==> src/logic/wb_periph_config.svh <==
`ifndef WB_PERIPH_CONFIG_SVH
`define WB_PERIPH_CONFIG_SVH

// RAM depth in 32-bit words
`define RAM_WORDS 'h100

// region codes live in the top byte of the address
`define REGION_RAM 8'h00
`define REGION_GPIO 8'h02

// byte span of the GPIO block inside its region
`define GPIO_WINDOW 64

`define GPIO_WIDTH 32

`endif
==> src/logic/wb_periph_pkg.sv <==
`default_nettype none

`include "wb_periph_config.svh"

package wb_periph_pkg;

	// mapped regions, selected by the top address byte
	typedef enum logic [7:0] {
		RGN_RAM  = `REGION_RAM,
		RGN_GPIO = `REGION_GPIO
	} wb_region_e;

	// which block answers the request in flight
	typedef enum logic [1:0] {
		SRC_NONE = 2'd0,
		SRC_RAM  = 2'd1,
		SRC_GPIO = 2'd2,
		SRC_ERR  = 2'd3
	} wb_slave_e;

	typedef struct packed {
		logic [7:0]  region;
		logic [23:0] offset;
	} wb_addr_fields_t;

	// the bus address, seen either flat or split into region and offset
	typedef union packed {
		logic [31:0]     word;
		wb_addr_fields_t fields;
	} wb_addr_u;

	// replaces the bytes of old_word whose select bit is set
	function automatic logic [31:0] byte_merge(
		input logic [31:0] old_word,
		input logic [31:0] new_word,
		input logic [3:0]  sel
	);
		logic [31:0] res;
		res = old_word;
		for (int b = 0; b < 4; b++) begin
			if (sel[b]) begin
				res[8*b +: 8] = new_word[8*b +: 8];
			end
		end
		return res;
	endfunction

endpackage

`default_nettype wire

==> src/logic/wb_resp_mux.sv <==
`default_nettype none
`timescale 1ns/1ns

module wb_resp_mux
	import wb_periph_pkg::*;
(
	input  wire              clk,
	input  wire              arst_n_i,
	input  wire wb_slave_e   req_src_i,
	input  wire              ram_ack_i,
	input  wire [31:0]       ram_dat_i,
	input  wire              gpio_ack_i,
	input  wire [31:0]       gpio_dat_i,
	output logic [31:0]      wb_dat_o,
	output logic             wb_ack_o,
	output logic             wb_err_o,
	output logic             done_o
);
	logic [31:0] dat_q;
	logic        ack_q;
	logic        err_q;
	logic        ram_hit;
	logic        gpio_hit;

	// only the slave that owns the request in flight may answer
	assign ram_hit  = ram_ack_i && (req_src_i == SRC_RAM);
	assign gpio_hit = gpio_ack_i && (req_src_i == SRC_GPIO);

	always_ff @(posedge clk or negedge arst_n_i) begin
		if (!arst_n_i) begin
			ack_q <= 1'b0;
			err_q <= 1'b0;
		end else begin
			ack_q <= ram_hit || gpio_hit;
			err_q <= (req_src_i == SRC_ERR);
		end
	end

	always_ff @(posedge clk) begin
		if (ram_hit) begin
			dat_q <= ram_dat_i;
		end else if (gpio_hit) begin
			dat_q <= gpio_dat_i;
		end
	end

	assign wb_dat_o = dat_q;
	assign wb_ack_o = ack_q;
	assign wb_err_o = err_q;
	assign done_o   = ack_q || err_q;

	a_ack_xor_err: assert property (@(posedge clk) disable iff (!arst_n_i)
		!(ack_q && err_q));

	// a slave answers only for a request the decoder routed to it
	a_ack_owned: assert property (@(posedge clk) disable iff (!arst_n_i)
		(ram_ack_i |-> req_src_i == SRC_RAM) and (gpio_ack_i |-> req_src_i == SRC_GPIO));

endmodule

`default_nettype wire

==> config.mk <==
export PLATFORM = sky130hd
export DESIGN_NAME = wb_resp_mux
export DESIGN_NICKNAME = d
export VERILOG_FILES = /design/src/logic/wb_periph_pkg.sv /design/src/logic/wb_resp_mux.sv
export VERILOG_INCLUDE_DIRS = /design/src /design/src/logic
export SDC_FILE = /design/constraint.sdc
export NUM_CORES = 1
export LEC_CHECK = 0
export BUFFER_PORTS_ARGS = -buffer_cell sky130_fd_sc_hd__clkbuf_2
export CORE_MARGIN = 2
export CORE_UTILIZATION = 25
export DETAILED_ROUTE_END_ITERATION = 8
export PLACE_DENSITY = 0.55
export SYNTH_ARGS = -nofsm -noshare
export SYNTH_HDL_FRONTEND = slang
export SYNTH_SLANG_ARGS = --single-unit
==> constraint.sdc <==
create_clock -name clk -period 1.7 [get_ports clk]
set_clock_uncertainty 0.1 [all_clocks]
set_input_delay 0.085 -clock clk [delete_from_list [all_inputs] [get_ports clk]]
set_output_delay 0.085 -clock clk [all_outputs]
set_load 0.1 [all_outputs]
==> metrics.txt <==
initial cell density of the core a little over a quarter; critical path fanouts, max 1; share of synthesized registers carrying an async set or reset just under 6%; Lkg Pwr roughly 1.2 nW; clock net sink count 34; final routed wire length divided by cell count approximately 13 µm; Synth area leaders sky130_fd_sc_hd__edfxtp_1 (62%), sky130_fd_sc_hd__mux2_4 (28%), sky130_fd_sc_hd__dfrtp_1 (3.2%); worst-path cell with the longest stage delay sky130_fd_sc_hd__dlygate4sd3_1; type of the setup path with the least slack in2reg; cts hold-fix bufs 23; DR vias around 1,200; count of distinct cell types in the synthesized netlist 10; Clock Power Share a little under a quarter; worst min-delay path class in2reg; number of gates given a new drive strength after cts 0; cell depth of the worst min-delay path 2; beginning of the worst hold path gpio_dat_i[14]; count of endpoints failing setup in the final report 0; number of violations of the max-capacitance limit 0; met2 demand-to-capacity share in global routing 17.4%; share of power burned in combinational logic a little over a third; RePlAce Congestion slightly below 0.7; final global-route overflow total 0; dominant cell by count in the synthesized netlist sky130_fd_sc_hd__edfxtp_1; Post-Place Cells ~250; I/O pins ~110; data arrival time of the critical path ~1.6 ns; clock buffer depth 2; growth of design area from synthesis to finish 61.6%; most frequent cell on the critical path sky130_fd_sc_hd__dlygate4sd3_1; met3 track demand over resource in global routing about 4.3%; net switching share of the total power a little under two fifths; Die Height 82.9 µm; number of nets in the finished design 280; nature of the critical path startpoint input port; Total Routed Length between 3000 and 4000 µm; GRT Util Overall ~11%; Peak Freq roughly 0.62 GHz; Num CTS Buffers 5; number of warnings reported in the yosys synthesis log 0; Final Hold Fails 0; end point of the worst hold path wb_dat_o[14]; First-pass DRT Iterations 2; #FFs+latches synth 34; number of DRC markers in iteration 0 10; proportion of power drawn by flip-flops and latches between 40% and 50%; unrepaired setup endpoints after global routing false; average footprint of a synthesized cell around 21 µm²; clock slew at reported path FFs around 0.07 ns; initial antenna violation count 0; number of enable-type register cells in the synthesized netlist 32; clock tree from TritonCTS built; max-slew violation count 0; Detail Placement HPWL between 2000 and 3000 µm; Diodes inserted 0; Max-slew headroom roughly a third; Placement Rows 28; global-route wire length before repair 5710 µm; number of nets with antenna violations after detailed routing 0; final worst path period share a little over nine tenths; maximum cell stage delay along the critical path between 0.5 and 0.6 ns; status complete, no violations; critical path, cell by cell dlygate4sd3_1 -> clkbuf_2 -> mux2_4 -> dlygate4sd3_1; area inside the core boundary roughly 6000 µm²; final-layout setup total negative slack 0 ns; critical path endpoint category register; die width 82.9 µm; number of nets in the synthesized netlist ~140; final routed DRC violation total 0; ys flop type sky130_fd_sc_hd__edfxtp_1; number of global-route vias before repair 1,139; min cycle time layout 1.62 ns; switching power total just over 0.0009 W; most common library cells after synthesis sky130_fd_sc_hd__edfxtp_1 (32), sky130_fd_sc_hd__mux2_4 (29), sky130_fd_sc_hd__buf_6 (3), sky130_fd_sc_hd__mux2_2 (3), sky130_fd_sc_hd__dfrtp_1 (2); Internal Dissipation between 0.0015 and 0.002 W; Peak supply drop about 460 µV; met1 usage in global routing between 10% and 20%; number of setup buffers added after CTS 0; largest net degree at the start of global routing 34; area of the die 6870 µm²; CP top delay family buffers and inverters; I/O Buffers ~100; WHS ~0.0034 ns; busiest grt layer met2; cell accounting for the most synthesized area sky130_fd_sc_hd__edfxtp_1; share of the synthesized area in the top cell type approximately three fifths; final core occ a little over two fifths; Worst Max-Slew Pin Slew about 1 ns; power per standard cell area 970 nW/µm²; number of cells in the finished layout apart from fillers 285; buffer and inverter count on the worst path 3; instance count of the mapped netlist between 70 and 80; fraction of layout instances using a drive strength above 1 70.5%; H-tree level count 2; via-per-instance ratio between 4 and 5; share of synthesized area occupied by flip-flops and latches between 60% and 70%; clock root buffer sky130_fd_sc_hd__clkbuf_8; netlist area before placement between 1500 and 2000 µm²; WP data required ~1.6 ns
[cell families (layout without fill, tap and decap cells)]
logic type	after synthesis	count (layout)	synth area share, %
compound gates	1	1	0.321
simple gates	4	4	2.33
flops	34	34	65.0
buf+inv	3	139	2.17
mux	32	32	30.2
[power by group through the flow]
stage          logic [W]  registers, W  clock network (W)
3_5_place_dp    0.000816       0.00104                  0
3_3_place_gp    0.000814       0.00104                  0
6_report        0.000865       0.00102           0.000553
4_1_cts         0.000864       0.00102           0.000581
2_1_floorplan   0.000139       0.00155                  0
5_1_grt         0.000896       0.00103           0.000616
[cells in the final DEF (no fill, tap or decap), drive strengths merged]
cell type,instances
nand2,1
edfxtp,32
dfrtp,2
nand3b,1
and2,1
clkinv,2
or2,1
o21ai,1
buf,2
dlygate4sd3,26
clkbuf,109
mux2,32
[cell type report]
class	instances	area [µm²]
sequential	34	1010
timing repair buffer	132	808
clock buffer	5	68.8
multi-input combinational	37	522
clock inverter	2	10.0
fill	570	3440
tap	75	93.8
[worst max-delay path by stage]
stage	cells after the start	end	slack, ns	from
floorplan	1	done_o	0.04	wb_err_o
global placement	3	wb_dat_o[16]	0.11	req_src_i[1]
detailed placement	3	wb_dat_o[0]	0.1	req_src_i[1]
CTS	4	wb_dat_o[0]	0.13	ram_dat_i[0]
global route	4	wb_dat_o[10]	0.05	ram_dat_i[10]
finish	4	wb_dat_o[16]	0.08	ram_dat_i[16]
[flip-flops by register name, summed over array words and instances (netlist names)]
name,flops
wb_ack_o,1
wb_dat_o,32
wb_err_o,1
[stage by stage]
stage,total power (W),setup WS (ns),area (µm²)
after floorplan,0.00169,0.0426,1560
after global placement,0.00185,0.111,2170
after detailed placement,0.00185,0.0993,2170
after CTS,0.00247,0.128,2480
after global routing,0.00254,0.0546,2510
final,0.00244,0.0797,2510
[metal layers]
layer / routed length (µm) / vias up
li1: - / 556
met1: 1560 / 525
met2: 1750 / 66
met3: 320 / 6
met4: 77 / 0
met5: 0 / -
(Power assumes the default switching activity.)
