===== src/logic/wb_periph_config.svh =====
`ifndef WB_PERIPH_CONFIG_SVH
`define WB_PERIPH_CONFIG_SVH

// RAM depth in 32-bit words
`define RAM_WORDS 'h100

// region codes live in the top byte of the address
`define REGION_RAM 8'h00
`define REGION_GPIO 8'h02

// byte span of the GPIO block inside its region
`define GPIO_WINDOW 64

`define GPIO_WIDTH 32

`endif

===== src/logic/wb_periph_pkg.sv =====
`default_nettype none

`include "wb_periph_config.svh"

package wb_periph_pkg;

	// mapped regions, selected by the top address byte
	typedef enum logic [7:0] {
		RGN_RAM  = `REGION_RAM,
		RGN_GPIO = `REGION_GPIO
	} wb_region_e;

	// which block answers the request in flight
	typedef enum logic [1:0] {
		SRC_NONE = 2'd0,
		SRC_RAM  = 2'd1,
		SRC_GPIO = 2'd2,
		SRC_ERR  = 2'd3
	} wb_slave_e;

	typedef struct packed {
		logic [7:0]  region;
		logic [23:0] offset;
	} wb_addr_fields_t;

	// the bus address, seen either flat or split into region and offset
	typedef union packed {
		logic [31:0]     word;
		wb_addr_fields_t fields;
	} wb_addr_u;

	// replaces the bytes of old_word whose select bit is set
	function automatic logic [31:0] byte_merge(
		input logic [31:0] old_word,
		input logic [31:0] new_word,
		input logic [3:0]  sel
	);
		logic [31:0] res;
		res = old_word;
		for (int b = 0; b < 4; b++) begin
			if (sel[b]) begin
				res[8*b +: 8] = new_word[8*b +: 8];
			end
		end
		return res;
	endfunction

endpackage

`default_nettype wire


===== src/logic/wb_addr_decoder.sv =====
`default_nettype none
`timescale 1ns/1ns

`include "wb_periph_config.svh"

module wb_addr_decoder
	import wb_periph_pkg::*;
(
	input  wire              clk,
	input  wire              arst_n_i,
	input  wire              wb_cyc_i,
	input  wire              wb_stb_i,
	input  wire              wb_we_i,
	input  wire wb_addr_u    wb_adr_i,
	input  wire [31:0]       wb_dat_i,
	input  wire [3:0]        wb_sel_i,
	input  wire              done_i,
	output logic             ram_stb_o,
	output logic             gpio_stb_o,
	output logic             req_we_o,
	output wb_addr_u         req_adr_o,
	output logic [31:0]      req_dat_o,
	output logic [3:0]       req_sel_o,
	output wb_slave_e        req_src_o,
	output logic             busy_o
);
	wb_addr_u    adr_q;
	logic        we_q;
	logic [31:0] dat_q;
	logic [3:0]  sel_q;
	logic        busy_q;
	logic        issue_q;
	logic        done_q;
	logic        ram_stb_q;
	logic        gpio_stb_q;
	wb_slave_e   src_q;
	logic        accept;
	logic        hit_ram;
	logic        hit_gpio;

	assign accept = wb_cyc_i && wb_stb_i && !busy_q;

	// classification works on the latched address, one cycle after acceptance
	assign hit_ram = (adr_q.fields.region == RGN_RAM) &&
		(adr_q.fields.offset[23:2] < `RAM_WORDS);
	assign hit_gpio = (adr_q.fields.region == RGN_GPIO) &&
		(adr_q.fields.offset < `GPIO_WINDOW);

	always_ff @(posedge clk) begin
		if (accept) begin
			adr_q <= wb_adr_i;
			we_q  <= wb_we_i;
			dat_q <= wb_dat_i;
			sel_q <= wb_sel_i;
		end
	end

	always_ff @(posedge clk or negedge arst_n_i) begin
		if (!arst_n_i) begin
			busy_q     <= 1'b0;
			issue_q    <= 1'b0;
			done_q     <= 1'b0;
			ram_stb_q  <= 1'b0;
			gpio_stb_q <= 1'b0;
			src_q      <= SRC_NONE;
		end else begin
			done_q     <= done_i;
			issue_q    <= accept;
			ram_stb_q  <= issue_q && hit_ram;
			gpio_stb_q <= issue_q && hit_gpio;
			// the port stays busy one extra cycle after the response has gone
			if (accept) begin
				busy_q <= 1'b1;
			end else if (done_q) begin
				busy_q <= 1'b0;
			end
			if (issue_q) begin
				if (hit_ram) begin
					src_q <= SRC_RAM;
				end else if (hit_gpio) begin
					src_q <= SRC_GPIO;
				end else begin
					src_q <= SRC_ERR;
				end
			end else if (done_i || src_q == SRC_ERR) begin
				// an error source is shown for one cycle only
				src_q <= SRC_NONE;
			end
		end
	end

	assign ram_stb_o  = ram_stb_q;
	assign gpio_stb_o = gpio_stb_q;
	assign req_we_o   = we_q;
	assign req_adr_o  = adr_q;
	assign req_dat_o  = dat_q;
	assign req_sel_o  = sel_q;
	assign req_src_o  = src_q;
	assign busy_o     = busy_q;

	a_one_strobe: assert property (@(posedge clk) disable iff (!arst_n_i)
		!(ram_stb_q && gpio_stb_q));

	// even an error keeps the port busy for four cycles after acceptance
	a_no_reaccept: assert property (@(posedge clk) disable iff (!arst_n_i)
		accept |=> !accept ##1 !accept ##1 !accept ##1 !accept);

endmodule

`default_nettype wire


===== config.mk =====
export PLATFORM = sky130hd
export DESIGN_NAME = wb_addr_decoder
export DESIGN_NICKNAME = d
export VERILOG_FILES = /design/src/logic/wb_periph_pkg.sv /design/src/logic/wb_addr_decoder.sv
export VERILOG_INCLUDE_DIRS = /design/src /design/src/logic
export SDC_FILE = /design/constraint.sdc
export NUM_CORES = 1
export LEC_CHECK = 0
export ABC_AREA = 1
export BUFFER_PORTS_ARGS = -buffer_cell sky130_fd_sc_hd__buf_2
export CELL_PAD_IN_SITES_DETAIL_PLACEMENT = 1
export CELL_PAD_IN_SITES_GLOBAL_PLACEMENT = 1
export CORE_ASPECT_RATIO = 1.5
export CORE_MARGIN = 5
export CORE_UTILIZATION = 36
export CTS_CLUSTER_DIAMETER = 120
export DETAILED_ROUTE_END_ITERATION = 10
export PLACE_DENSITY = 0.86
export REMOVE_ABC_BUFFERS = 1
export SYNTH_ARGS = -nofsm -noshare
export SYNTH_HDL_FRONTEND = slang
export SYNTH_SLANG_ARGS = --single-unit

===== constraint.sdc =====
create_clock -name clk -period 4.2 [get_ports clk]
set_input_delay 0.84 -clock clk [delete_from_list [all_inputs] [get_ports clk]]
set_output_delay 0.84 -clock clk [all_outputs]
set_load 0.02 [all_outputs]

==> results.tsv <==
stage	metric	value	unit
run_status	status	completed	
power	power_density	423.6	nW/um^2
drt	viasPerCell	4.490	
worst_setup_path	endpoint_kind	register	
cells_and_area	syn_to_final_growth	40.38	%
worst_setup_path	reg2reg_to	req_dat_o[3]$_DFFE_PP_	
cts	cts_buffers	9	
logic_synthesis	avgSynthCellArea	19.66	um^2
worst_setup_path	critPathLaunchType	input port	
cts	cts_tree	built	
sta	whs	0.3190	ns
worst_setup_path	reg2reg_depth	4	
sta	max_clock_freq	462.9	MHz
worst_setup_path	path_max_fanout	43	
drt	drt-wirelength-per-cell	16.71	um
logic_synthesis	synth_cell_types	12	
worst_setup_path	timing.rr.start	busy_o$_DFFE_PN0P_	
cells_and_area	multi_input_area	183.9	um^2
drt	final_antenna_net_count	0	
floorplanning	initial_core_util	0.3636	
cts	clock_latency	0.34	ns
drt	dr.max_layer_used	met4	
cells_and_area	final_common_cell	buf_2	
global_route	grt_pass1_vias	1863	
worst_hold_path	hold_class	in -> async	
floorplanning	die_y	111.2	um
floorplanning	fp-row-count	37	
cells_and_area	nNetsFinal	358	
sta	grt_setup_unrepaired	false	
floorplanning	coreArea	6759	um^2
placement	dp_worst_setup_slack	1.628	ns
drt	wl_met1	1849	um
drt	met2_wirelength	3543	um
placement	hpwl	4911	um
logic_synthesis	syn-cell-area	2457	um^2
floorplanning	die_w	77.46	um
cells_and_area	antenna_cells	0	
power	leakage	0.001487	uW
cts	max-clock-path-buffers	2	
flow_run	maxCapViolations	0	
sta	finalCritPeriodShare	0.5144	
placement	numPortBuffers	147	
drt	drt_wl_total	6131	um
global_route	grt_usage	0.1453	
logic_synthesis	synth-seq-cells	76	
cells_and_area	seq_area	2247	um^2
sta	hold_viol	0	
global_route	grt_pass1_wl	9301	um
cts	cts_sinks	76	
cells_and_area	layout_common_cells	buf_2 (147), edfxtp_1 (69), nor2_1 (18), nand2_1 (9), clkbuf_8 (9)	
worst_setup_path	worst_ep_required_time	4.20	ns
global_route	grt_antenna_before_repair	0	
logic_synthesis	yosysSeqAreaShare	0.9145	
cts	cts-root-buf	clkbuf_8	
global_route	grt_max_degree	44	
sta	setup_tns	0	ns
sta	drv_slew	0	
worst_setup_path	r2r_slack	2.17	ns
sta	max_slew_margin	0.3955	
floorplanning	die_area	8612	um^2
drt	initialDrtViolationCount	63	
cts	post_cts_resized	0	
sta	setup_viol	0	
logic_synthesis	netlist_instances	125	
sta	worstMarginPinSlew	0.9054	ns
floorplanning	boundaryPins	148	
placement	routabilityCongestion	0.7890	
worst_setup_path	critPathKind	in -> reg	
sta	min_period	2.160	ns
logic_synthesis	yosysWarnings	0	
cts	ctsHoldBuffers	0	
cts	h-tree-depth	3	
drt	met3_length	625	um
drt	firstDrtPassIters	3	
cells_and_area	fill_cells	732	
global_route	grt_overflow_total	0	
drt	drc	0	
worst_setup_path	cp_data_arrival_time	2.16	ns
cells_and_area	drive_gt1_frac	0.5571	
drt	vias	1648	
sta	fin_ws	2.040	ns
power	vdd_drop_max	242.1	uV
cts	cts.clk_slew.worst_paths	0.07	ns
sta	skew	0.008077	ns
cts	post-cts-setup-buffer-count	0	
[kinds of logic (layout without fill, tap and decap cells)]
group           Yosys count  count (layout)  share of synthesized area
compound gates            2               2                   0.004069
simple gates             40              40                    0.07077
flops                    76              76                     0.9145
buf+inv                   7             171                    0.01069
[critical path: stages]
cell and delay [ns]:
buf_2 0.07, nand3_1 0.09, inv_2 0.67, buf_4 0.47
[stage by stage]
step / cells / power [uW] / area (um^2) / utilization
floorplan: 125 / 959.4 / 2457 / -
CTS: 367 / 1487 / 3450 / 0.5104
global route: 367 / 1532 / 3450 / 0.5104
global placement: 351 / 1026 / 3298 / 0.4880
finish: 367 / 1461 / 3450 / 0.5104
detailed placement: 351 / 1034 / 3298 / 0.4880
[worst max path at each step]
stage / from / to / cells after the start
floorplan: wb_cyc_i / req_adr_o[0]$_DFFE_PP_ / 2
global placement: wb_cyc_i / req_dat_o[12]$_DFFE_PP_ / 4
detailed placement: wb_cyc_i / req_dat_o[23]$_DFFE_PP_ / 4
CTS: wb_stb_i / req_dat_o[4]$_DFFE_PP_ / 4
global route: wb_cyc_i / req_dat_o[1]$_DFFE_PP_ / 4
finish: wb_cyc_i / req_dat_o[3]$_DFFE_PP_ / 4
[state kept, by name, summed over array words and instances (netlist names)]
name,cells
done_q,1
busy_o,1
issue_q,1
req_dat_o,32
req_sel_o,4
req_adr_o,32
gpio_stb_o,1
ram_stb_o,1
req_src_o,2
req_we_o,1
[layer usage]
metal	vias up	global-route usage
li1	773	-
met3	11	0.07561
met5	-	0
met4	0	0.06307
met1	787	0.1227
met2	77	0.2705
[layout make-up]
type	instances	share of cell area
clock buffer	12	0.03917
clock inverter	4	0.004715
inverter	7	0.007617
multi-input combinational	42	0.05332
sequential	76	0.6514
tap	78	0.02829
timing repair buffer	148	0.2155
[synth_stat cells]
master | n | area (um^2)
nor2_1 | 18 | 67.56
dfrtp_1 | 7 | 175.2
nand3_1 | 7 | 35.03
nand4_1 | 2 | 12.51
nor2_2 | 2 | 12.51
a21oi_1 | 1 | 5.000
edfxtp_1 | 69 | 2072
o21ai_0 | 1 | 5.000
nor3_1 | 1 | 5.000
inv_1 | 7 | 26.28
nand3b_1 | 1 | 7.510
nand2_1 | 9 | 33.78
[power breakdown]
part / leakage, uW / internal (uW) / switching, uW
Combinational: 0.000680 / 48.2 / 83.9
Sequential: 0.000731 / 868 / 13.2
Clock: 0.0000769 / 208 / 240
Total: 0.00149 / 1120 / 337
(Power assumes the default switching activity.)
