==> src/logic/wb_periph_config.svh <==
`ifndef WB_PERIPH_CONFIG_SVH
`define WB_PERIPH_CONFIG_SVH

// RAM depth in 32-bit words
`define RAM_WORDS 'h100

// region codes live in the top byte of the address
`define REGION_RAM 8'h00
`define REGION_GPIO 8'h02

// byte span of the GPIO block inside its region
`define GPIO_WINDOW 64

`define GPIO_WIDTH 32

`endif
==> src/logic/wb_periph_pkg.sv <==
`default_nettype none

`include "wb_periph_config.svh"

package wb_periph_pkg;

	// mapped regions, selected by the top address byte
	typedef enum logic [7:0] {
		RGN_RAM  = `REGION_RAM,
		RGN_GPIO = `REGION_GPIO
	} wb_region_e;

	// which block answers the request in flight
	typedef enum logic [1:0] {
		SRC_NONE = 2'd0,
		SRC_RAM  = 2'd1,
		SRC_GPIO = 2'd2,
		SRC_ERR  = 2'd3
	} wb_slave_e;

	typedef struct packed {
		logic [7:0]  region;
		logic [23:0] offset;
	} wb_addr_fields_t;

	// the bus address, seen either flat or split into region and offset
	typedef union packed {
		logic [31:0]     word;
		wb_addr_fields_t fields;
	} wb_addr_u;

	// replaces the bytes of old_word whose select bit is set
	function automatic logic [31:0] byte_merge(
		input logic [31:0] old_word,
		input logic [31:0] new_word,
		input logic [3:0]  sel
	);
		logic [31:0] res;
		res = old_word;
		for (int b = 0; b < 4; b++) begin
			if (sel[b]) begin
				res[8*b +: 8] = new_word[8*b +: 8];
			end
		end
		return res;
	endfunction

endpackage

`default_nettype wire

==> src/logic/gpio_port.sv <==
`default_nettype none
`timescale 1ns/1ns

`include "wb_periph_config.svh"

module gpio_port
	import wb_periph_pkg::*;
(
	input  wire                    clk,
	input  wire                    arst_n_i,
	input  wire                    stb_i,
	input  wire                    we_i,
	input  wire wb_addr_u          adr_i,
	input  wire [31:0]             dat_i,
	input  wire [3:0]              sel_i,
	input  wire [`GPIO_WIDTH-1:0]  gpio_i,
	output logic [31:0]            dat_o,
	output logic                   ack_o,
	output logic [`GPIO_WIDTH-1:0] gpio_o
);
	localparam logic [3:0] REG_OUT = 4'd0;
	localparam logic [3:0] REG_DIR = 4'd1;
	localparam logic [3:0] REG_IN  = 4'd2;

	logic [31:0]            out_q;
	logic [31:0]            dir_q;
	logic [31:0]            dat_q;
	logic [`GPIO_WIDTH-1:0] sync1_q;
	logic [`GPIO_WIDTH-1:0] sync2_q;
	logic                   ack_q;
	logic [3:0]             reg_sel;

	assign reg_sel = adr_i.fields.offset[5:2];

	always_ff @(posedge clk or negedge arst_n_i) begin
		if (!arst_n_i) begin
			out_q   <= '0;
			dir_q   <= '0;
			sync1_q <= '0;
			sync2_q <= '0;
			ack_q   <= 1'b0;
		end else begin
			sync1_q <= gpio_i;
			sync2_q <= sync1_q;
			ack_q   <= stb_i;
			// the input register is read only
			if (stb_i && we_i) begin
				case (reg_sel)
					REG_OUT: out_q <= byte_merge(out_q, dat_i, sel_i);
					REG_DIR: dir_q <= byte_merge(dir_q, dat_i, sel_i);
					default: ;
				endcase
			end
		end
	end

	always_ff @(posedge clk) begin
		if (stb_i) begin
			case (reg_sel)
				REG_OUT: dat_q <= out_q;
				REG_DIR: dat_q <= dir_q;
				REG_IN:  dat_q <= 32'(sync2_q);
				default: dat_q <= '0;
			endcase
		end
	end

	assign dat_o  = dat_q;
	assign ack_o  = ack_q;
	// a pin drives only when its direction bit is set
	assign gpio_o = out_q[`GPIO_WIDTH-1:0] & dir_q[`GPIO_WIDTH-1:0];

	a_in_window: assert property (@(posedge clk) disable iff (!arst_n_i)
		stb_i |-> (adr_i.fields.offset < `GPIO_WINDOW));

endmodule

`default_nettype wire

==> config.mk <==
export PLATFORM = sky130hd
export DESIGN_NAME = gpio_port
export DESIGN_NICKNAME = d
export VERILOG_FILES = /design/src/logic/wb_periph_pkg.sv /design/src/logic/gpio_port.sv
export VERILOG_INCLUDE_DIRS = /design/src /design/src/logic
export SDC_FILE = /design/constraint.sdc
export NUM_CORES = 1
export LEC_CHECK = 0
export CAP_MARGIN = 20
export CORE_UTILIZATION = 56
export DETAILED_ROUTE_END_ITERATION = 7
export DONT_BUFFER_PORTS = 1
export HOLD_SLACK_MARGIN = 0.06
export PLACE_DENSITY = 0.76
export SLEW_MARGIN = 15
export SYNTH_ARGS = -nofsm -noshare
export SYNTH_HDL_FRONTEND = slang
export SYNTH_SLANG_ARGS = --single-unit
==> constraint.sdc <==
create_clock -name clk -period 0.9 [get_ports clk]
set_input_delay 0.045 -clock clk [delete_from_list [all_inputs] [get_ports clk]]
set_output_delay 0.045 -clock clk [all_outputs]
set_load 0.1 [all_outputs]
==> metrics.txt, run 1 <==
# TYPE chip_impl_metric gauge
chip_impl_metric{name="synth.yosys.seq_area_share",unit="%"} 71.1
chip_impl_metric{name="cts-buffers-inserted",unit=""} 17
chip_impl_info{name="tool_error_message",value="[ERROR DPL-0033] detailed placement checks failed during check placement."} 1
chip_impl_metric{name="die_x",unit="um"} 105
chip_impl_metric{name="postSynthCellCount",unit=""} 349
chip_impl_info{name="run_status",value="did not finish"} 1
chip_impl_metric{name="ys_warn_count",unit=""} 0
chip_impl_metric{name="num_rows",unit=""} 37
chip_impl_metric{name="tritoncts_num_sinks",unit=""} 161
chip_impl_metric{name="synthDistinctLibCells",unit=""} 17
chip_impl_metric{name="place_hpwl",unit="mm"} 9.11
chip_impl_info{name="yosys-top-cells-area",value="dfrtp_1 (55%), edfxtp_1 (16%), mux2_2 (8.8%), a222oi_1 (5.4%), mux2_4 (4.1%)"} 1
chip_impl_info{name="synth.largest_area_cell",value="dfrtp_1"} 1
chip_impl_metric{name="netlist_area",unit="mm2"} 0.00589
chip_impl_info{name="last-stage-reached",value="clock tree synthesis (4_1_cts)"} 1
chip_impl_metric{name="initial_core_util",unit="%"} 57.3
chip_impl_metric{name="numPortBuffers",unit=""} 0
chip_impl_metric{name="ioPinCount",unit=""} 169
chip_impl_metric{name="cts_setup_buffers",unit=""} 45
chip_impl_metric{name="cts_buffer_depth",unit=""} 2
chip_impl_metric{name="cts.repair.resized",unit=""} 85
chip_impl_metric{name="synth_fp_nets",unit=""} 453
chip_impl_metric{name="cts_max_level",unit=""} 4
chip_impl_metric{name="holdBufCountCts",unit=""} 88
chip_impl_metric{name="dp_slack",unit="ns"} -0.551
chip_impl_metric{name="syn_area_per_cell",unit="um2"} 16.9
chip_impl_metric{name="floorplan.die.height",unit="um"} 105
chip_impl_metric{name="yosys_reg_bits",unit=""} 161
chip_impl_metric{name="rd_place_congestion",unit=""} 0.753
chip_impl_metric{name="synth_top_area_share",unit="%"} 54.8
chip_impl_info{name="cts_root_buf",value="clkbuf_8"} 1
-- synthesized netlist by cell type, drive strengths merged --
master / n
a222oi: 32
and2: 32
buf: 4
clkbuf: 7
dfrtp: 129
edfxtp: 32
inv: 32
mux2: 64
nand3: 4
nor2: 8
nor4: 1
nor4b: 2
or4: 1
or4b: 1
-- cells by family after synthesis --
| family | synth area share, % |
|---|---|
| simple gates | 7.16 |
| mux | 13.3 |
| flops | 71.1 |
| buf+inv | 3.04 |
| compound gates | 5.44 |
-- metrics by stage --
stage	instances	area, um2	hold slack [ns]	utilization [%]	TNS (ns)
3_5_place_dp	595	7870	-0.245	76.6	-37.69
2_1_floorplan	349	5990	-0.251	-	-30.87
3_3_place_gp	595	7870	-0.245	76.6	-35.20
==> inputs of run 2 (changes only) <==
--- a/config.mk
+++ b/config.mk
@@ -7,11 +7,10 @@
 export NUM_CORES = 1
 export LEC_CHECK = 0
 export CAP_MARGIN = 20
-export CORE_UTILIZATION = 56
+export CORE_UTILIZATION = 40
 export DETAILED_ROUTE_END_ITERATION = 7
 export DONT_BUFFER_PORTS = 1
-export HOLD_SLACK_MARGIN = 0.06
-export PLACE_DENSITY = 0.76
+export PLACE_DENSITY_LB_ADDON = 0.15
 export SLEW_MARGIN = 15
 export SYNTH_ARGS = -nofsm -noshare
 export SYNTH_HDL_FRONTEND = slang
==> constraint.sdc (replaced) <==
create_clock -name clk -period 1.2 [get_ports clk]
set_input_delay 0.06 -clock clk [delete_from_list [all_inputs] [get_ports clk]]
set_output_delay 0.06 -clock clk [all_outputs]
set_load 0.1 [all_outputs]
==> metrics.txt, run 2 <==
# TYPE chip_impl_metric gauge
chip_impl_metric{name="fmaxAchievable",unit="MHz"} 823
chip_impl_info{name="worstSetupPathType",value="reg2out"} 1
chip_impl_info{name="commonest_non_fill_non_tap_cells_in_the_layout",value="dfrtp_1 (129), buf_4 (95), dlygate4sd3_1 (65), mux2_2 (46), buf_12 (36)"} 1
chip_impl_metric{name="tightest_slew",unit="ns"} 0.357
chip_impl_metric{name="route.antenna.remaining_nets",unit=""} 0
chip_impl_metric{name="core_area",unit="mm2"} 0.0141
chip_impl_info{name="synth.largest_area_cell",value="dfrtp_1"} 1
chip_impl_metric{name="ioPinCount",unit=""} 169
chip_impl_metric{name="grt-ovfl-total",unit=""} 0
chip_impl_metric{name="floorplan.die_area",unit="mm2"} 0.0152
chip_impl_metric{name="synth_fp_nets",unit=""} 453
chip_impl_info{name="grt_setup_unrepaired",value="yes"} 1
chip_impl_metric{name="num-nets-final",unit=""} 661
chip_impl_metric{name="holdBufCountCts",unit=""} 66
chip_impl_metric{name="area.growth.synth_to_final",unit="%"} 50.1
chip_impl_metric{name="floorplan.die.height",unit="um"} 123
chip_impl_metric{name="report.final.setup_viol",unit=""} 7
chip_impl_metric{name="grt_max_degree",unit=""} 130
chip_impl_metric{name="synth.area.mux_share",unit="%"} 13.3
chip_impl_info{name="yosysMostFrequentCell",value="dfrtp_1"} 1
chip_impl_metric{name="detail_route.iter0.violations",unit=""} 262
chip_impl_metric{name="max_capacitance_violation_count",unit=""} 0
chip_impl_metric{name="place_hpwl",unit="mm"} 7.92
chip_impl_metric{name="fin_crit_sh",unit="%"} 101
chip_impl_metric{name="fin_hold_ws",unit="ns"} -0.664
chip_impl_info{name="yosys-top-cells-area",value="dfrtp_1 (55%), edfxtp_1 (16%), mux2_2 (8.8%), a222oi_1 (5.4%), mux2_4 (4.1%)"} 1
chip_impl_info{name="largest_family_of_logic_cells_by_synthesized_area",value="multiplexers"} 1
chip_impl_metric{name="max_slew_margin",unit="%"} 76.2
chip_impl_metric{name="final_layout_size_suffix_gt1_share",unit="%"} 47.0
chip_impl_metric{name="number_of_antenna_violations_at_the_first_check_in_global_routing",unit=""} 0
chip_impl_metric{name="cts_buffer_depth",unit=""} 2
chip_impl_info{name="timing.critical_path.to_type",value="output port"} 1
chip_impl_metric{name="cts_max_level",unit=""} 4
chip_impl_info{name="synth_ff_type",value="dfrtp_1"} 1
chip_impl_metric{name="netlist_area",unit="mm2"} 0.00589
chip_impl_metric{name="final.min_clock_period",unit="ns"} 1.22
chip_impl_metric{name="first_global_vias",unit=""} 4177
chip_impl_metric{name="finalCoreUtilization",unit="%"} 62.7
chip_impl_metric{name="cts.reportedPaths.clkPinSlew",unit="ns"} 0.06
chip_impl_metric{name="final_max_slew_viol_count",unit=""} 0
chip_impl_metric{name="number_of_synthesized_flops_with_an_enable_pin",unit=""} 32
chip_impl_metric{name="synth_compound_gate_area_share",unit="%"} 5.44
chip_impl_metric{name="cts-buffers-inserted",unit=""} 17
chip_impl_metric{name="tritoncts_num_sinks",unit=""} 161
chip_impl_info{name="cts_root_buf",value="clkbuf_16"} 1
chip_impl_metric{name="yosys_reg_bits",unit=""} 161
chip_impl_metric{name="wl",unit="mm"} 14.0
chip_impl_metric{name="synth_fa_ha_area_share",unit="%"} 0
chip_impl_metric{name="drc",unit=""} 0
chip_impl_metric{name="final_cell_area",unit="mm2"} 0.00884
chip_impl_metric{name="critical_path_arrival",unit="ns"} 1.16
chip_impl_metric{name="num_rows",unit=""} 43
chip_impl_metric{name="antenna-diode-count",unit=""} 0
chip_impl_metric{name="routed_wire_length_per_instance",unit="um"} 18.7
chip_impl_metric{name="vias_per_cell",unit=""} 5.02
chip_impl_metric{name="total_power",unit="uW"} 13500
chip_impl_metric{name="yosys.area_share.simple",unit="%"} 7.16
chip_impl_metric{name="postSynth.asyncResetShare",unit="%"} 80.1
chip_impl_info{name="layout.cells.most_common",value="dfrtp_1"} 1
chip_impl_metric{name="skew",unit="ns"} 0.00839
chip_impl_metric{name="power_per_cell_area",unit="mW/mm2"} 1520
chip_impl_metric{name="synth_top_area_share",unit="%"} 54.8
chip_impl_metric{name="die_x",unit="um"} 123
chip_impl_metric{name="critPathMaxFanout",unit=""} 2
chip_impl_metric{name="vias",unit=""} 3768
chip_impl_info{name="failing_checks",value="hold timing, setup timing"} 1
chip_impl_metric{name="synthXorXnorAreaFrac",unit="%"} 0
chip_impl_info{name="start_kind",value="flip-flop"} 1
chip_impl_info{name="run_status",value="finished, violations left"} 1
chip_impl_info{name="synth_common_cells",value="dfrtp_1 (129), mux2_2 (46)"} 1
chip_impl_metric{name="fillerInstances",unit=""} 1063
chip_impl_info{name="hold_path_class",value="in2async"} 1
chip_impl_metric{name="worst_skew_pair.late_latency",unit="ns"} 0.42
chip_impl_metric{name="finalHoldViolations",unit=""} 129
chip_impl_metric{name="synth.yosys.seq_area_share",unit="%"} 71.1
chip_impl_metric{name="setup_slack",unit="ns"} -0.0152
chip_impl_metric{name="first_pass_grt_wire_length",unit="mm"} 21.9
chip_impl_metric{name="groute.usage.overall",unit="%"} 19.9
chip_impl_metric{name="crit_required",unit="ns"} 1.14
chip_impl_metric{name="numPortBuffers",unit=""} 0
chip_impl_info{name="tritoncts",value="yes"} 1
chip_impl_metric{name="dp_slack",unit="ns"} -0.359
chip_impl_metric{name="first_pass_iters",unit=""} 8
chip_impl_metric{name="p_leak",unit="uW"} 0.00432
chip_impl_metric{name="detailed_place.area",unit="mm2"} 0.00710
chip_impl_metric{name="postSynthCellCount",unit=""} 349
chip_impl_metric{name="synthDistinctLibCells",unit=""} 17
chip_impl_metric{name="initial_core_util",unit="%"} 41.8
chip_impl_metric{name="rd_place_congestion",unit=""} 0.743
chip_impl_metric{name="syn_area_per_cell",unit="um2"} 16.9
chip_impl_metric{name="ys_warn_count",unit=""} 0
chip_impl_metric{name="power.ir.vdd_worst",unit="V"} 0.00111
run 2: final timing paths:
path	start	to	slack (ns)	cells past startpoint
max reg2reg	dir_q[23]$_DFFE_PN0P_	dat_o[23]$_DFFE_PP_	0.02	3
min in group clk	we_i	out_q[21]$_DFFE_PN0P_	0.16	4
max	dir_q[15]$_DFFE_PN0P_	gpio_o[15]	-0.02	2
min	arst_n_i	sync1_q[25]$_DFF_PN0_	-0.66	0
max in group asynchronous	arst_n_i	sync1_q[21]$_DFF_PN0_	1.66	0
min reg2reg	sync1_q[19]$_DFF_PN0_	sync2_q[19]$_DFF_PN0_	0.35	0
run 2: critical path, stage by stage (launching register included):
cell and delay [ns]:
dfrtp_1 0.39, and2_4 0.18, buf_12 0.16
run 2: what timing repair did:
item	in CTS	in global routing
endpoints found under the hold margin	258	129
buffers inserted	53	5
cloned	0	0
endpoints found under the setup margin	32	44
gates resized for setup	32	4
pin swaps	15	22
run 2: per-stage QoR:
stage	TNS (ns)	hold WS [ns]	instances
after floorplan	-9.47	-0.236	349
after global placement	-24.05	-0.231	594
after detailed placement	-24.60	-0.232	594
after CTS	-0.216	-0.693	745
after global routing	-0.893	-0.697	750
final	-0.0625	-0.664	750
run 2: cell families after synthesis:
kind of cell,count (synthesis)
mux,64
flops,161
buf+inv,43
compound gates,32
simple gates,49
run 2: area by class of cell:
type / count / area (um2) / share of cell area (%)
Inverter: 32 / 120 / 1.36
Multi-Input combinational cell: 145 / 1650 / 18.6
Clock inverter: 11 / 91.3 / 1.03
Tap cell: 180 / 225 / 2.55
Timing Repair Buffer: 200 / 2130 / 24.1
Sequential cell: 161 / 4190 / 47.4
Clock buffer: 21 / 440 / 4.98
run 2: routing by layer:
| layer | wire length [um] | part of all wire, % | vias up | GRT usage (%) |
|---|---|---|---|---|
| li1 | - | - | 1691 | - |
| met1 | 5690 | 41 | 1911 | 24.3 |
| met2 | 7090 | 51 | 144 | 32.9 |
| met5 | 0 | 0 | - | 0 |
| met4 | 353 | 2.5 | 0 | 9.86 |
| met3 | 883 | 6.3 | 22 | 5.12 |
run 2: power by group:
part / internal (uW) / switching, uW / total [uW] / leakage (uW)
Sequential: 6050 / 227 / 6270 / 0.00194
Clock: 2820 / 2100 / 4930 / 0.000248
Combinational: 1070 / 1180 / 2260 / 0.00213
Total: 9940 / 3510 / 13500 / 0.00432
Note: power is estimated with default switching activity, not from simulation.
